## src/lru_defs.svh

```systemverilog
// Set and way counts must be powers of two; ways 2 to 128, sets at least 2, pipe depth at least 1
`ifndef LRU_DEFS_SVH
`define LRU_DEFS_SVH

// ==============================
// Array geometry
// ==============================

// Number of sets in the TLB
`define LRU_NUM_SETS      16

// Ways per set, LRU order list length
`define LRU_NUM_WAYS      4

// ==============================
// Read pipe
// ==============================

`define LRU_PIPE_STAGES   2      // Default read latency in cycles

// ==============================
// Derived widths
// ==============================

`define LRU_SET_W         $clog2(`LRU_NUM_SETS)   // Set address bits
`define LRU_WAY_W         $clog2(`LRU_NUM_WAYS)   // Way id bits

`endif

```

## src/lru_pkg.sv

```systemverilog
// Types sized from the defines header; order entry 0 is always the LRU way
`default_nettype none

`include "lru_defs.svh"

package lru_pkg;

   // ==============================
   // Basic fields
   // ==============================
   typedef logic [`LRU_SET_W-1:0]    set_addr_t;   // Set address
   typedef logic [`LRU_WAY_W-1:0]    way_id_t;     // One way id
   typedef logic [`LRU_NUM_WAYS-1:0] way_vec_t;    // One bit per way

   // Packed order of one set, entry NUM_WAYS-1 is the MRU way
   typedef way_id_t [`LRU_NUM_WAYS-1:0] lru_order_t;

   // Write classification
   typedef enum logic [1:0] {
      WR_HIT        = 2'd0,   // Hit way to MRU
      WR_REPLACE    = 2'd1,   // Replaced way to MRU
      WR_INVALIDATE = 2'd2    // Back to identity order
   } wr_kind_e;

   // Identity order, position i holds way i
   function automatic lru_order_t identity_order();
      lru_order_t ord;
      for (int i = 0; i < `LRU_NUM_WAYS; i++) begin
         ord[i] = way_id_t'(i);
      end
      return ord;
   endfunction

endpackage

`default_nettype wire

```

## src/lru_order_update.sv

```systemverilog
// Purely combinational; hit must be one-hot or zero, replace one-hot, all-ones or zero
`timescale 1ns/1ns
`default_nettype none

`include "lru_defs.svh"

module lru_order_update (
   input  lru_pkg::lru_order_t cur_order,
   input  lru_pkg::way_vec_t   hit_vec,
   input  lru_pkg::way_vec_t   rep_vec,
   output lru_pkg::lru_order_t new_order,
   output lru_pkg::wr_kind_e   kind
);

   import lru_pkg::*;

   localparam int NUM_WAYS = `LRU_NUM_WAYS;

   way_vec_t                sel_vec;    // Way that moves to MRU
   logic [NUM_WAYS-1:0]     pos_hit;    // Order positions holding the selected way
   logic [NUM_WAYS-2:0]     shift_en;   // Positions at or above the selected one
   logic                    seen;
   logic                    found;
   way_id_t                 sel_way;
   lru_order_t              moved_order;

   // ==============================
   // Write classification
   // ==============================
   always_comb begin
      if (|hit_vec) begin
         kind = WR_HIT;
      end else if ((&rep_vec) || (~|rep_vec)) begin
         kind = WR_INVALIDATE;   // All-ones or empty replace
      end else begin
         kind = WR_REPLACE;
      end
   end

   assign sel_vec = (kind == WR_HIT) ? hit_vec : rep_vec;

   // ==============================
   // Locate selected way
   // ==============================
   always_comb begin
      sel_way = '0;
      for (int i = 0; i < NUM_WAYS; i++) begin
         pos_hit[i] = sel_vec[cur_order[i]];
         if (pos_hit[i]) begin
            sel_way = cur_order[i];
         end
      end
   end

   // Prefix OR so everything from the hit position upward shifts down
   always_comb begin
      seen = 1'b0;
      for (int i = 0; i < NUM_WAYS - 1; i++) begin
         seen        = seen | pos_hit[i];
         shift_en[i] = seen;
      end
      found = seen | pos_hit[NUM_WAYS-1];
   end

   // ==============================
   // New order
   // ==============================
   always_comb begin
      for (int i = 0; i < NUM_WAYS - 1; i++) begin
         moved_order[i] = shift_en[i] ? cur_order[i+1] : cur_order[i];
      end
      // Selected way lands at MRU; order kept if the way was not found
      moved_order[NUM_WAYS-1] = found ? sel_way : cur_order[NUM_WAYS-1];
   end

   assign new_order = (kind == WR_INVALIDATE) ? identity_order() : moved_order;

endmodule

`default_nettype wire

```

## src/lru_state_array.sv

```systemverilog
// One write port; write lands at the next edge, both read ports are combinational
`timescale 1ns/1ns
`default_nettype none

`include "lru_defs.svh"

module lru_state_array (
   input  logic                clk,
   input  logic                rst,
   input  logic                lru_reset,      // Global return to identity order
   input  logic                wr_en,
   input  lru_pkg::set_addr_t  wr_set,
   input  lru_pkg::lru_order_t wr_new_order,
   input  lru_pkg::set_addr_t  rd_addr_q,
   output lru_pkg::lru_order_t wr_cur_order,
   output lru_pkg::lru_order_t rd_order
);

   import lru_pkg::*;

   localparam int NUM_SETS = `LRU_NUM_SETS;

   lru_order_t              order_q [NUM_SETS];   // Per-set order storage
   logic [NUM_SETS-1:0]     set_wr;               // Decoded set write enables
   logic                    clear_all;

   // ==============================
   // Write decode
   // ==============================
   assign clear_all = rst | lru_reset;   // Takes priority over wr_en

   always_comb begin
      for (int s = 0; s < NUM_SETS; s++) begin
         set_wr[s] = wr_en && (wr_set == set_addr_t'(s));
      end
   end

   // ==============================
   // Storage
   // ==============================
   always_ff @(posedge clk) begin
      for (int s = 0; s < NUM_SETS; s++) begin
         if (clear_all) begin
            order_q[s] <= identity_order();
         end else if (set_wr[s]) begin
            order_q[s] <= wr_new_order;
         end
      end
   end

   // ==============================
   // Read ports
   // ==============================

   // Current order of the set being written, feeds the update logic
   assign wr_cur_order = order_q[wr_set];

   assign rd_order     = order_q[rd_addr_q];   // Read pipe port

endmodule

`default_nettype wire

```

## src/lru_read_pipe.sv

```systemverilog
// Fixed latency of PIPE_STAGES cycles from rd_en; no back-pressure, one read per cycle
`timescale 1ns/1ns
`default_nettype none

`include "lru_defs.svh"

module lru_read_pipe #(
   parameter int PIPE_STAGES = `LRU_PIPE_STAGES   // Minimum 1
) (
   input  logic                clk,
   input  logic                rst,
   input  logic                rd_en,
   input  lru_pkg::set_addr_t  rd_set,
   input  lru_pkg::lru_order_t rd_order,
   output lru_pkg::set_addr_t  rd_addr_q,
   output logic                rd_valid,
   output lru_pkg::way_vec_t   rd_way_vec,
   output lru_pkg::way_vec_t   rd_way2_vec
);

   import lru_pkg::*;

   logic [PIPE_STAGES:1]    vld_q;                   // Per-stage valid
   lru_order_t              stg_order [1:PIPE_STAGES];
   lru_order_t              last_order;
   way_id_t                 lru_id;
   way_id_t                 lru2_id;

   // ==============================
   // Address stage
   // ==============================
   always_ff @(posedge clk) begin
      if (rd_en) begin
         rd_addr_q <= rd_set;
      end
   end

   // Stage 1 is the array output at the registered address
   assign stg_order[1] = rd_order;

   // ==============================
   // Extra latency stages
   // ==============================
   always_ff @(posedge clk) begin
      if (rst) begin
         vld_q <= '0;
      end else begin
         vld_q[1] <= rd_en;
         for (int k = 2; k <= PIPE_STAGES; k++) begin
            vld_q[k] <= vld_q[k-1];
         end
      end
   end

   for (genvar k = 2; k <= PIPE_STAGES; k++) begin : g_stage
      always_ff @(posedge clk) begin
         if (vld_q[k-1]) begin   // Only move real reads
            stg_order[k] <= stg_order[k-1];
         end
      end
   end

   // ==============================
   // Output decode
   // ==============================
   assign last_order = stg_order[PIPE_STAGES];
   assign lru_id     = last_order[0];   // LRU way
   assign lru2_id    = last_order[1];   // Second LRU way
   assign rd_valid   = vld_q[PIPE_STAGES];

   always_comb begin
      rd_way_vec           = '0;
      rd_way2_vec          = '0;
      rd_way_vec[lru_id]   = 1'b1;
      rd_way2_vec[lru2_id] = 1'b1;
   end

endmodule

`default_nettype wire

```

## src/lru_top.sv

```systemverilog
// Single write port; a write in the same cycle as rd_en is seen by that read
`timescale 1ns/1ns
`default_nettype none

`include "lru_defs.svh"

module lru_top (
   input  logic               clk,
   input  logic               rst,
   input  logic               lru_reset,    // Every set back to identity

   // Read side
   input  logic               rd_en,
   input  lru_pkg::set_addr_t rd_set,

   // Write side
   input  logic               wr_en,
   input  lru_pkg::set_addr_t wr_set,
   input  lru_pkg::way_vec_t  wr_hit_vec,
   input  lru_pkg::way_vec_t  wr_rep_vec,

   // Read result
   output logic               rd_valid,
   output lru_pkg::way_vec_t  rd_way_vec,
   output lru_pkg::way_vec_t  rd_way2_vec
);

   import lru_pkg::*;

   lru_order_t  wr_cur_order;   // Order of wr_set before the write
   lru_order_t  wr_new_order;
   lru_order_t  rd_order;       // Order at the registered read address
   set_addr_t   rd_addr_q;

   // ==============================
   // Array write path
   // ==============================
   lru_state_array state_array_i (
      .clk          (clk),
      .rst          (rst),
      .lru_reset    (lru_reset),
      .wr_en        (wr_en),
      .wr_set       (wr_set),
      .wr_new_order (wr_new_order),
      .rd_addr_q    (rd_addr_q),
      .wr_cur_order (wr_cur_order),
      .rd_order     (rd_order)
   );

   // Kind is for debug only
   lru_order_update order_update_i (
      .cur_order (wr_cur_order),
      .hit_vec   (wr_hit_vec),
      .rep_vec   (wr_rep_vec),
      .new_order (wr_new_order),
      .kind      ()
   );

   // ==============================
   // Array read path
   // ==============================
   lru_read_pipe #(
      .PIPE_STAGES (`LRU_PIPE_STAGES)
   ) read_pipe_i (
      .clk         (clk),
      .rst         (rst),
      .rd_en       (rd_en),
      .rd_set      (rd_set),
      .rd_order    (rd_order),
      .rd_addr_q   (rd_addr_q),
      .rd_valid    (rd_valid),
      .rd_way_vec  (rd_way_vec),
      .rd_way2_vec (rd_way2_vec)
   );

endmodule

`default_nettype wire

```

## config.mk

```make
export PLATFORM = sky130hd
export DESIGN_NAME = lru_top
export DESIGN_NICKNAME = d
export VERILOG_FILES = /design/src/lru_pkg.sv /design/src/lru_order_update.sv /design/src/lru_state_array.sv /design/src/lru_read_pipe.sv /design/src/lru_top.sv
export VERILOG_INCLUDE_DIRS = /design/src
export SDC_FILE = /design/constraint.sdc
export NUM_CORES = 1
export LEC_CHECK = 0
export BUFFER_PORTS_ARGS = -buffer_cell sky130_fd_sc_hd__clkbuf_2
export CAP_MARGIN = 5
export CORE_UTILIZATION = 55
export CTS_CLUSTER_DIAMETER = 50
export CTS_CLUSTER_SIZE = 20
export DETAILED_ROUTE_END_ITERATION = 7
export PLACE_DENSITY = 0.72
export SETUP_SLACK_MARGIN = 0.2
export SLEW_MARGIN = 20
export SYNTH_ARGS = -nofsm -noshare
export SYNTH_HDL_FRONTEND = slang
export SYNTH_SLANG_ARGS = --single-unit
```

## constraint.sdc

```tcl
create_clock -name clk -period 10 [get_ports clk]
set_input_delay 1 -clock clk [delete_from_list [all_inputs] [get_ports clk]]
set_output_delay 1 -clock clk [all_outputs]
set_load 0.02 [all_outputs]
```

After elaboration in Yosys (flattened, before gate mapping)
Memories as Yosys holds them, arrays and structs flattened. A register that Yosys moved wholly into a read port is not among the register bits.
Cells that the tools add are included.
Widths: inputs -> output; s select.

storage, ports and cells
  memories = 1
  RAM bits = 128
  register bits = 6
  input port bits = 21
  output and inout port bits = 9

memory list
  memory                 words  width  rd ports  clocked after memory_dff  wr ports  RTL line               RTL
  state_array_i.order_q  16     8      2         1                         16        lru_state_array.sv:23  lru_order_t order_q [NUM_SETS];

operators by class
  multiplexer cells = 90
  equal/unequal tests = 16
  bitwise gates (word level) = 20
  reduce and logical (&&, ||, !) cells = 25
  $lt $le $gt $ge = 8

operator list
  cell                count
  $mux 8              17
  $mux 1              56
  $eq 4x4->1 const B  8
  $mux 2              10
  $or 1x1->1          20
  $logic_and 1x1->1   18
  $lt 2x3->1 const B  6
  $eq 4x3->1 const B  4
  $bmux 1 s2          4
  $eq 4x2->1 const B  2
  $reduce_or 4->1     2
  $demux 1 s2         2
  $eq 4x1->1 const B  1
  $ge 2x1->1 const B  2
  $logic_not 4->1     1
  $mux 4              1
  $reduce_and 4->1    1
  $eq 2x2->1 const B  1
  $logic_not 2->1     1
  $logic_not 1->1     1
  $logic_or 1x1->1    1

Longest topological paths before layout
Gate-level depths: netlist of the first run.

  depth in word-level cells = 16
  mapped depth = 12
  mapped depth without buffers = 8

Hierarchy
A second synthesis of the first run with hierarchy kept.

second synthesis, totals
  cell total of the unflattened synthesis = 586
  area, all modules = 7,833.8 µm²

by module, submodules not included
  module            seq. area each (µm²)  area an instance (µm²)  times used  cells an instance
  lru_state_array   3,843.7               6,881.6                 1           489
  lru_order_update  0.0                   601.8                   1           77
  lru_read_pipe     280.3                 350.3                   1           20

Least setup slack after synthesis of the first run
Ideal clock, no wire load.

  path kind = in2reg
  start point = input port wr_set[0]
  end point = memory state_array_i.order_q[2][4] in the netlist's numbering, data pin
  slack = 6.147 ns
  arrival = 3.598 ns
  stages = 10
  path through = buf_6 > mux4_2 > mux2i_1 > mux2i_1 > mux2_2 > mux2_2 > nor4b_4 > mux2i_1 > buf_6 > nor2_1

RTL lines
  item         RTL line               RTL
  from (decl)  lru_top.sv:18          input lru_pkg::set_addr_t wr_set,
  to (decl)    lru_state_array.sv:23

==> results of run 1 <==
-- metal layers --
metal	track usage	vias to the layer above	wire, um
met1	0.419	2708	7480
met2	0.500	473	10200
met5	0	-	0
li1	-	2255	-
met4	0.119	0	619
met3	0.0841	64	2800
-- worst max-delay path, delay by kind of cell --
kind | cells | cell delay [ps]
buffers and inverters | 2 | 870
AND/OR/NAND/NOR | 2 | 610
multiplexers | 5 | 2320
-- flip-flops by register name, indices dropped and copies added (netlist names) --
signal	cells
read_pipe_i.vld_q	2
state_array_i.order_q	128
read_pipe_i.rd_addr_q	4
read_pipe_i.lru2_id	2
read_pipe_i.lru_id	2
-- power groups by stage --
stage          clock (mW)  sequential, mW  combinational, mW
3_3_place_gp            0           0.677              0.147
6_report            0.681           0.665              0.158
5_1_grt             0.705           0.667              0.165
4_1_cts             0.679           0.667              0.150
2_1_floorplan           0           0.668              0.108
3_5_place_dp            0           0.678              0.149
-- metrics by stage --
step           cells  hold WS [ps]  instance area (um2)  total power [mW]
2_1_floorplan    575           503                 7330             0.776
3_3_place_gp     757           527                 7630             0.824
3_5_place_dp     757           531                 7630             0.827
4_1_cts          789           543                 8260              1.50
5_1_grt          790           559                 8300              1.54
6_report         790           540                 8300              1.50
-- cell type report --
cell class              count  area (um2)  share of cell area
clock buffers              18         429              0.0517
clock inverters            14         201              0.0243
inverters                   8        30.0             0.00362
multi-input cells         394        3010               0.362
flip-flops and latches    138        4120               0.497
well taps                 172         215              0.0259
repair buffers             46         293              0.0353
-- synth_stat cells, types with 7 or more instances --
library cell,instances
sky130_fd_sc_hd__edfxtp_1,136
sky130_fd_sc_hd__nor2_1,84
sky130_fd_sc_hd__nand2_1,77
sky130_fd_sc_hd__mux4_2,47
sky130_fd_sc_hd__nand3_1,41
sky130_fd_sc_hd__mux2i_1,31
sky130_fd_sc_hd__o21ai_0,20
sky130_fd_sc_hd__clkbuf_1,13
sky130_fd_sc_hd__nor2b_1,10
sky130_fd_sc_hd__buf_2,9
sky130_fd_sc_hd__mux2_2,9
sky130_fd_sc_hd__nor2_2,9
sky130_fd_sc_hd__a22oi_1,8
sky130_fd_sc_hd__nor3_1,8
sky130_fd_sc_hd__a21oi_1,7
sky130_fd_sc_hd__inv_1,7
-- kinds of logic (layout without fill, tap and decap cells) --
kind of cell / Yosys count / after routing
AO/OA/AOI/OAI: 60 / 60
buffers and inverters: 43 / 86
flip-flops: 138 / 138
multiplexers: 87 / 87
AND/OR/NAND/NOR: 247 / 247
-- final timing paths --
kind	from	end	slack, ps	cells past startpoint
setup / recovery	wr_set[0]	state_array_i.order_q[2][4]	5310	9
hold / removal	read_pipe_i.vld_q[1]	read_pipe_i.lru_id[1]	540	0
setup reg to reg	state_array_i.order_q[13][0]	state_array_i.order_q[2][4]	6120	8
hold reg to reg	read_pipe_i.vld_q[1]	read_pipe_i.lru_id[1]	540	0
==> impl_summary.log, run 1 <==
INFO  metric synth-simple-area-share = 0.150
INFO  metric critical_path.max_fanout = 18
INFO  metric max_cap_viol_count = 0
INFO  metric worstPathRequired = just over 10000 ps
INFO  metric start_kind = input port
INFO  metric slowest_stage = sky130_fd_sc_hd__mux2i_2
INFO  metric finalWorstPathRequiredPeriod = about 4700 ps
INFO  metric synthToLayoutAreaGrowth = 13.3%
INFO  metric powerDensity = approximately 180 nW/um2
INFO  metric gp_routability_congestion = 0.926
INFO  metric portion_of_total_power_attributed_to_combinational_logic = 0.105
INFO  metric drc = 0
INFO  metric synth_mux_area_frac = 0.201
INFO  metric totalWireLength = around 21000 um
INFO  metric final_common_cell = sky130_fd_sc_hd__edfxtp_1
INFO  metric drt-initial-drc-count = about 920
INFO  metric ys_warn_count = 0
INFO  metric synth.cell_area = roughly 7300 um2
INFO  metric postCtsHoldBufs = 0
INFO  metric main_synth_ff_type = sky130_fd_sc_hd__edfxtp_1
INFO  metric synth_sequential_area_ratio = 0.563
INFO  metric clk_transition_reported_paths = approximately 60 ps
INFO  metric most-common-layout-cells = 136 x sky130_fd_sc_hd__edfxtp_1, 84 x sky130_fd_sc_hd__nor2_1, 77 x sky130_fd_sc_hd__nand2_1
INFO  metric combinational_family_with_the_most_area_after_synthesis = multiplexers
INFO  metric chipHeight = 117 um
INFO  metric viasPerCell = a little under 7
INFO  metric vdd.ir_drop.worst = between 0.1 and 0.15 mV
INFO  metric seq_power_share = 0.442
INFO  metric post_synth_inst_count = roughly 580
INFO  metric post-cts-setup-buffer-count = 0
INFO  metric final_core_utilization = 0.647
INFO  metric synth.avg_cell_area = approximately 13 um2
INFO  metric num_vias = 5500
INFO  metric synth-edff-count = about 140
INFO  metric top_level_ports = 30
INFO  metric starting_density = 0.571
INFO  metric synth-compound-area-share = 0.0572
INFO  metric syn-num-nets = roughly 600
INFO  metric setup_viol_count_final = 0
INFO  metric finClkSkew = just under 9 ps
INFO  metric grt_antenna_before_repair = 0
INFO  metric leakagePower = 2.84 nW
INFO  metric insertion_delay = around 430 ps
INFO  metric setup_ws = between 5000 and 6000 ps
INFO  metric place_worst_setup_slack = ~5000 ps
INFO  metric design.die.area = roughly 14000 um2
INFO  metric p_sw_frac = 0.237
INFO  metric detail_route.wl_per_cell = approximately 27 um
INFO  metric fillcell_total = around 930
INFO  metric largest_stage_delay_worst_path = ~960 ps
INFO  metric kind_of_end_point_of_the_critical_path = register
INFO  metric max_slew.worst_pin.slew = roughly 1200 ps
INFO  metric postCtsResizedCells = 0
INFO  metric final.setup.tns = 0 ps
INFO  metric row_count = just over 40
INFO  metric synth_top_area_frac = 0.557
INFO  metric antenna_cells = 0
INFO  metric hpwl = around 15000 um
INFO  metric worstPathCellList = clkbuf_2, inv_1, mux2i_1, mux2i_1, mux2_2, mux2_2, nor4b_4, mux2i_2, nor2_1
INFO  metric power.share.clock = 0.453
INFO  metric slew_viol_final = 0
INFO  metric max_freq = around 210 MHz
INFO  metric cts.sink_count = around 140
INFO  metric chipWidth = 117 um
INFO  metric grt.total_usage = 0.316
INFO  metric grt_start_max_net_pins = 39
INFO  metric post_synth_fa_ha_maj_area_fraction = 0
INFO  metric post-synth-top-area-cell = sky130_fd_sc_hd__edfxtp_1
INFO  metric finish.net_count = about 630
INFO  metric drt_pass1_iterations = 6
INFO  metric ys_async_sr_fraction = 0
INFO  metric worst-endpoint-arrival = 4830 ps
INFO  metric wire_length_of_the_first_global_routing_pass = 31200 um
INFO  metric holdCritPathClass = reg -> reg
INFO  metric synth_top_area_cells = sky130_fd_sc_hd__edfxtp_1 56%, sky130_fd_sc_hd__mux4_2 14%, sky130_fd_sc_hd__nor2_1 4.3%
INFO  metric relSlewSlack = 0.224
INFO  metric worstSetupPathType = in -> reg
INFO  metric antenna_left = 0
INFO  metric num_cts_buffers = 17
INFO  metric synth_xor_xnor_area_share = 0
INFO  metric power.switching = between 0.3 and 0.4 mW
INFO  metric place.port_buffers = 29
INFO  metric tritoncts = done
INFO  metric grt_remaining_overflow = 0
INFO  metric status = finished, final reports clean
INFO  metric drive_gt1_frac = 0.246
INFO  metric floorplan.core_area = roughly 13000 um2
INFO  metric cts_root_buf = sky130_fd_sc_hd__clkbuf_16
INFO  metric power.internal = 1.15 mW
INFO  metric max-clock-path-buffers = 2
INFO  metric clock_tree.htree_level_count = 4
INFO  metric unique_masters_post_synth = between 40 and 50
INFO  metric first_global_vias = 5068
INFO  metric grt_setup_unrepaired = false
INFO  metric hold_violations = 0
INFO  metric synth_seq_cells = between 100 and 150
INFO  metric final.period_utilization = 0.469
Note: power is estimated with default switching activity, not from simulation.
==> run 2, diff against run 1 <==
Clock period 10 ns to 4.7 ns, I/O delays scaled along.
==> run 2 against run 1 <==
Against the previous run:
- first-iteration DRC count down 32%
- global-route usage down 1.0 points
- sequential share of layout area up 0.26 points
- power up 99%
- clock-buffer cell count up 2
- largest power group is now registers
- highest routed layer unchanged
==> impl_summary.log, run 2 (synthesis gave the netlist of run 1 again) <==
INFO  metric status = finished, final reports clean
INFO  metric gp_routability_congestion = 0.917 (-0.98%)
INFO  metric drt-initial-drc-count = 622 (-32%)
INFO  metric grt.total_usage = 0.306 (-0.0101)
INFO  metric top_level_ports = 30 (unchanged)
INFO  metric grt_setup_unrepaired = false
INFO  metric most-common-layout-cells = 136 x sky130_fd_sc_hd__edfxtp_1, 84 x sky130_fd_sc_hd__nor2_1, 77 x sky130_fd_sc_hd__nand2_1
INFO  metric powerDensity = 363 nW/um2 (+100%)
INFO  metric relSlewSlack = 0.203 (-0.0210)
INFO  metric clk_transition_reported_paths = 60 ps (about the same)
INFO  metric drive_gt1_frac = 0.248 (+0.00165)
INFO  metric top_regs = state_array_i.order_q (128), read_pipe_i.rd_addr_q (4)
INFO  metric detail_route.wl_per_cell = 25.1 um (-5.8%)
INFO  metric grt_antenna_before_repair = 0 (unchanged)
INFO  metric tritoncts = done
INFO  metric post-cts-setup-buffer-count = 0 (unchanged)
INFO  metric register_area = 4120 um2 (unchanged)
INFO  metric insertion_delay = 430 ps (about the same)
INFO  metric cts_root_buf = sky130_fd_sc_hd__clkbuf_16
INFO  metric antenna_cells = 0 (unchanged)
INFO  metric clock_tree.htree_level_count = 4 (unchanged)
INFO  metric starting_density = 0.571 (unchanged)
INFO  metric viasPerCell = 6.65 (-4.4%)
INFO  metric kind_of_end_point_of_the_critical_path = register
INFO  metric worstSetupPathType = in -> reg
INFO  metric vdd.ir_drop.worst = 0.231 mV (+69%)
INFO  metric max_cap_viol_count = 0 (unchanged)
INFO  metric final.period_utilization = 0.779
INFO  metric cts.sink_count = 138 (unchanged)
INFO  metric holdCritPathClass = in -> reg
INFO  metric antenna_left = 0 (unchanged)
INFO  metric fillcell_total = 962 (+3.1%)
INFO  metric hpwl = 14600 um (-2.8%)
INFO  metric design.die.area = 13800 um2 (unchanged)
INFO  metric drc = 0 (unchanged)
INFO  metric totalWireLength = 20000 um (-4.8%)
INFO  metric floorplan.core_area = 12800 um2 (unchanged)
INFO  metric max_flop_register = state_array_i.order_q
INFO  metric worstPathRequired = 4880 ps (-5260 ps)
INFO  metric row_count = 41 (unchanged)
INFO  metric max-clock-path-buffers = 2 (unchanged)
INFO  metric synthToLayoutAreaGrowth = 12.7%
INFO  metric critical_path.max_fanout = 16 (-2)
INFO  metric worst-endpoint-arrival = 3840 ps (-990 ps)
INFO  metric finish.net_count = 635 (+1.4%)
INFO  metric place.port_buffers = 29 (unchanged)
INFO  metric postCtsResizedCells = 0 (unchanged)
INFO  metric chipWidth = 117 um (unchanged)
INFO  metric cells_after_dpl = 767 (+1.3%)
INFO  metric finalWorstPathRequiredPeriod = roughly 3700 ps
INFO  metric chipHeight = 117 um (unchanged)
INFO  metric start_kind = input port
INFO  metric postCtsHoldBufs = 0 (unchanged)
INFO  metric max_slew.worst_pin.slew = 1190 ps (+32.4 ps)
INFO  metric num_vias = 5310 (-3.5%)
INFO  metric largest_register_ffs = 128 (unchanged)
INFO  metric grt_start_max_net_pins = 19 (-51%)
INFO  metric finClkSkew = 7.42 ps (-1.43 ps)
INFO  metric drt_pass1_iterations = 5 (-1)
INFO  metric hold_violations = 0 (unchanged)
INFO  metric first_global_vias = 5356 (+5.7%)
INFO  metric slew_viol_final = 0 (unchanged)
INFO  metric num_cts_buffers = 17 (unchanged)
INFO  metric post_layout_nonfiller_instances = 798 (+1.0%)
INFO  metric leakagePower = 2.84 nW (-0.22%)
INFO  metric final.setup.tns = 0 ps (unchanged)
INFO  metric multiInputGateArea = 3000 um2 (about the same)
INFO  metric setup_viol_count_final = 0 (unchanged)
INFO  metric wire_length_of_the_first_global_routing_pass = 30500 um (-2.2%)
INFO  metric final_common_cell = sky130_fd_sc_hd__edfxtp_1
INFO  metric max_freq = 273 MHz
INFO  metric design_power_total = 3.00 mW (+99%)
INFO  metric grt_remaining_overflow = 0 (unchanged)
[run 2: cell count changes in the layout (fill, tap and decap cells not counted), sizes merged]
| cell | previous run | this run |
|---|---|---|
| buf | 17 | 26 |
| bufinv | 5 | 2 |
| clkbuf | 47 | 49 |
| clkinv | 6 | 7 |
| inv | 9 | 8 |
[run 2: layer usage]
layer,vias to the layer above,global-route usage,share of wire
met5,-,0,0
met4,0,0.181,0.049
met3,70,0.0642,0.11
met2,348,0.485,0.49
met1,2626,0.389,0.36
li1,2266,-,-
[run 2: final cells by class]
class                   count  share of cell area
clock inverters            11              0.0127
inverters                   8             0.00364
flip-flops and latches    138               0.500
well taps                 172              0.0261
repair buffers             55              0.0412
clock buffers              20              0.0529
multi-input cells         394               0.364
[run 2: worst paths after layout]
| kind | slack (ps) | end | cells after the start | startpoint |
|---|---|---|---|---|
| hold / removal | 220 | read_pipe_i.rd_addr_q[2] | 1 | rd_set[2] |
| hold reg to reg | 530 | read_pipe_i.lru2_id[0] | 0 | read_pipe_i.vld_q[1] |
| setup reg to reg | 1260 | state_array_i.order_q[15][4] | 9 | state_array_i.order_q[15][0] |
| setup / recovery | 1040 | state_array_i.order_q[15][4] | 11 | wr_set[1] |
[run 2: power by group]
group,switching [mW],leakage (nW),total (mW),internal (mW)
Combinational,0.217,1.30,0.340,0.123
Sequential,0.0270,1.28,1.41,1.39
Clock,0.481,0.260,1.25,0.765
Total,0.725,2.84,3.00,2.27
[run 2: metrics by stage]
stage / cell area [um2] / hold slack [ps] / util / setup slack (ps)
floorplan: 7330 / 503 / - / 1380
global placement: 7700 / 522 / 0.601 / 690
detailed placement: 7700 / 523 / 0.601 / 591
CTS: 8250 / 213 / 0.643 / 991
global route: 8260 / 220 / 0.644 / 879
finish: 8260 / 219 / 0.644 / 1040
[run 2: worst max-delay path, stage by stage]
cell and delay [ps]:
sky130_fd_sc_hd__clkbuf_2 420, sky130_fd_sc_hd__buf_4 290, sky130_fd_sc_hd__mux4_2 510, sky130_fd_sc_hd__mux2i_1 150, sky130_fd_sc_hd__mux2i_1 180, sky130_fd_sc_hd__mux2_2 330, sky130_fd_sc_hd__mux2_2 320, sky130_fd_sc_hd__nor4b_4 490
sky130_fd_sc_hd__mux2i_2 290, sky130_fd_sc_hd__buf_4 290, sky130_fd_sc_hd__nor2_1 80
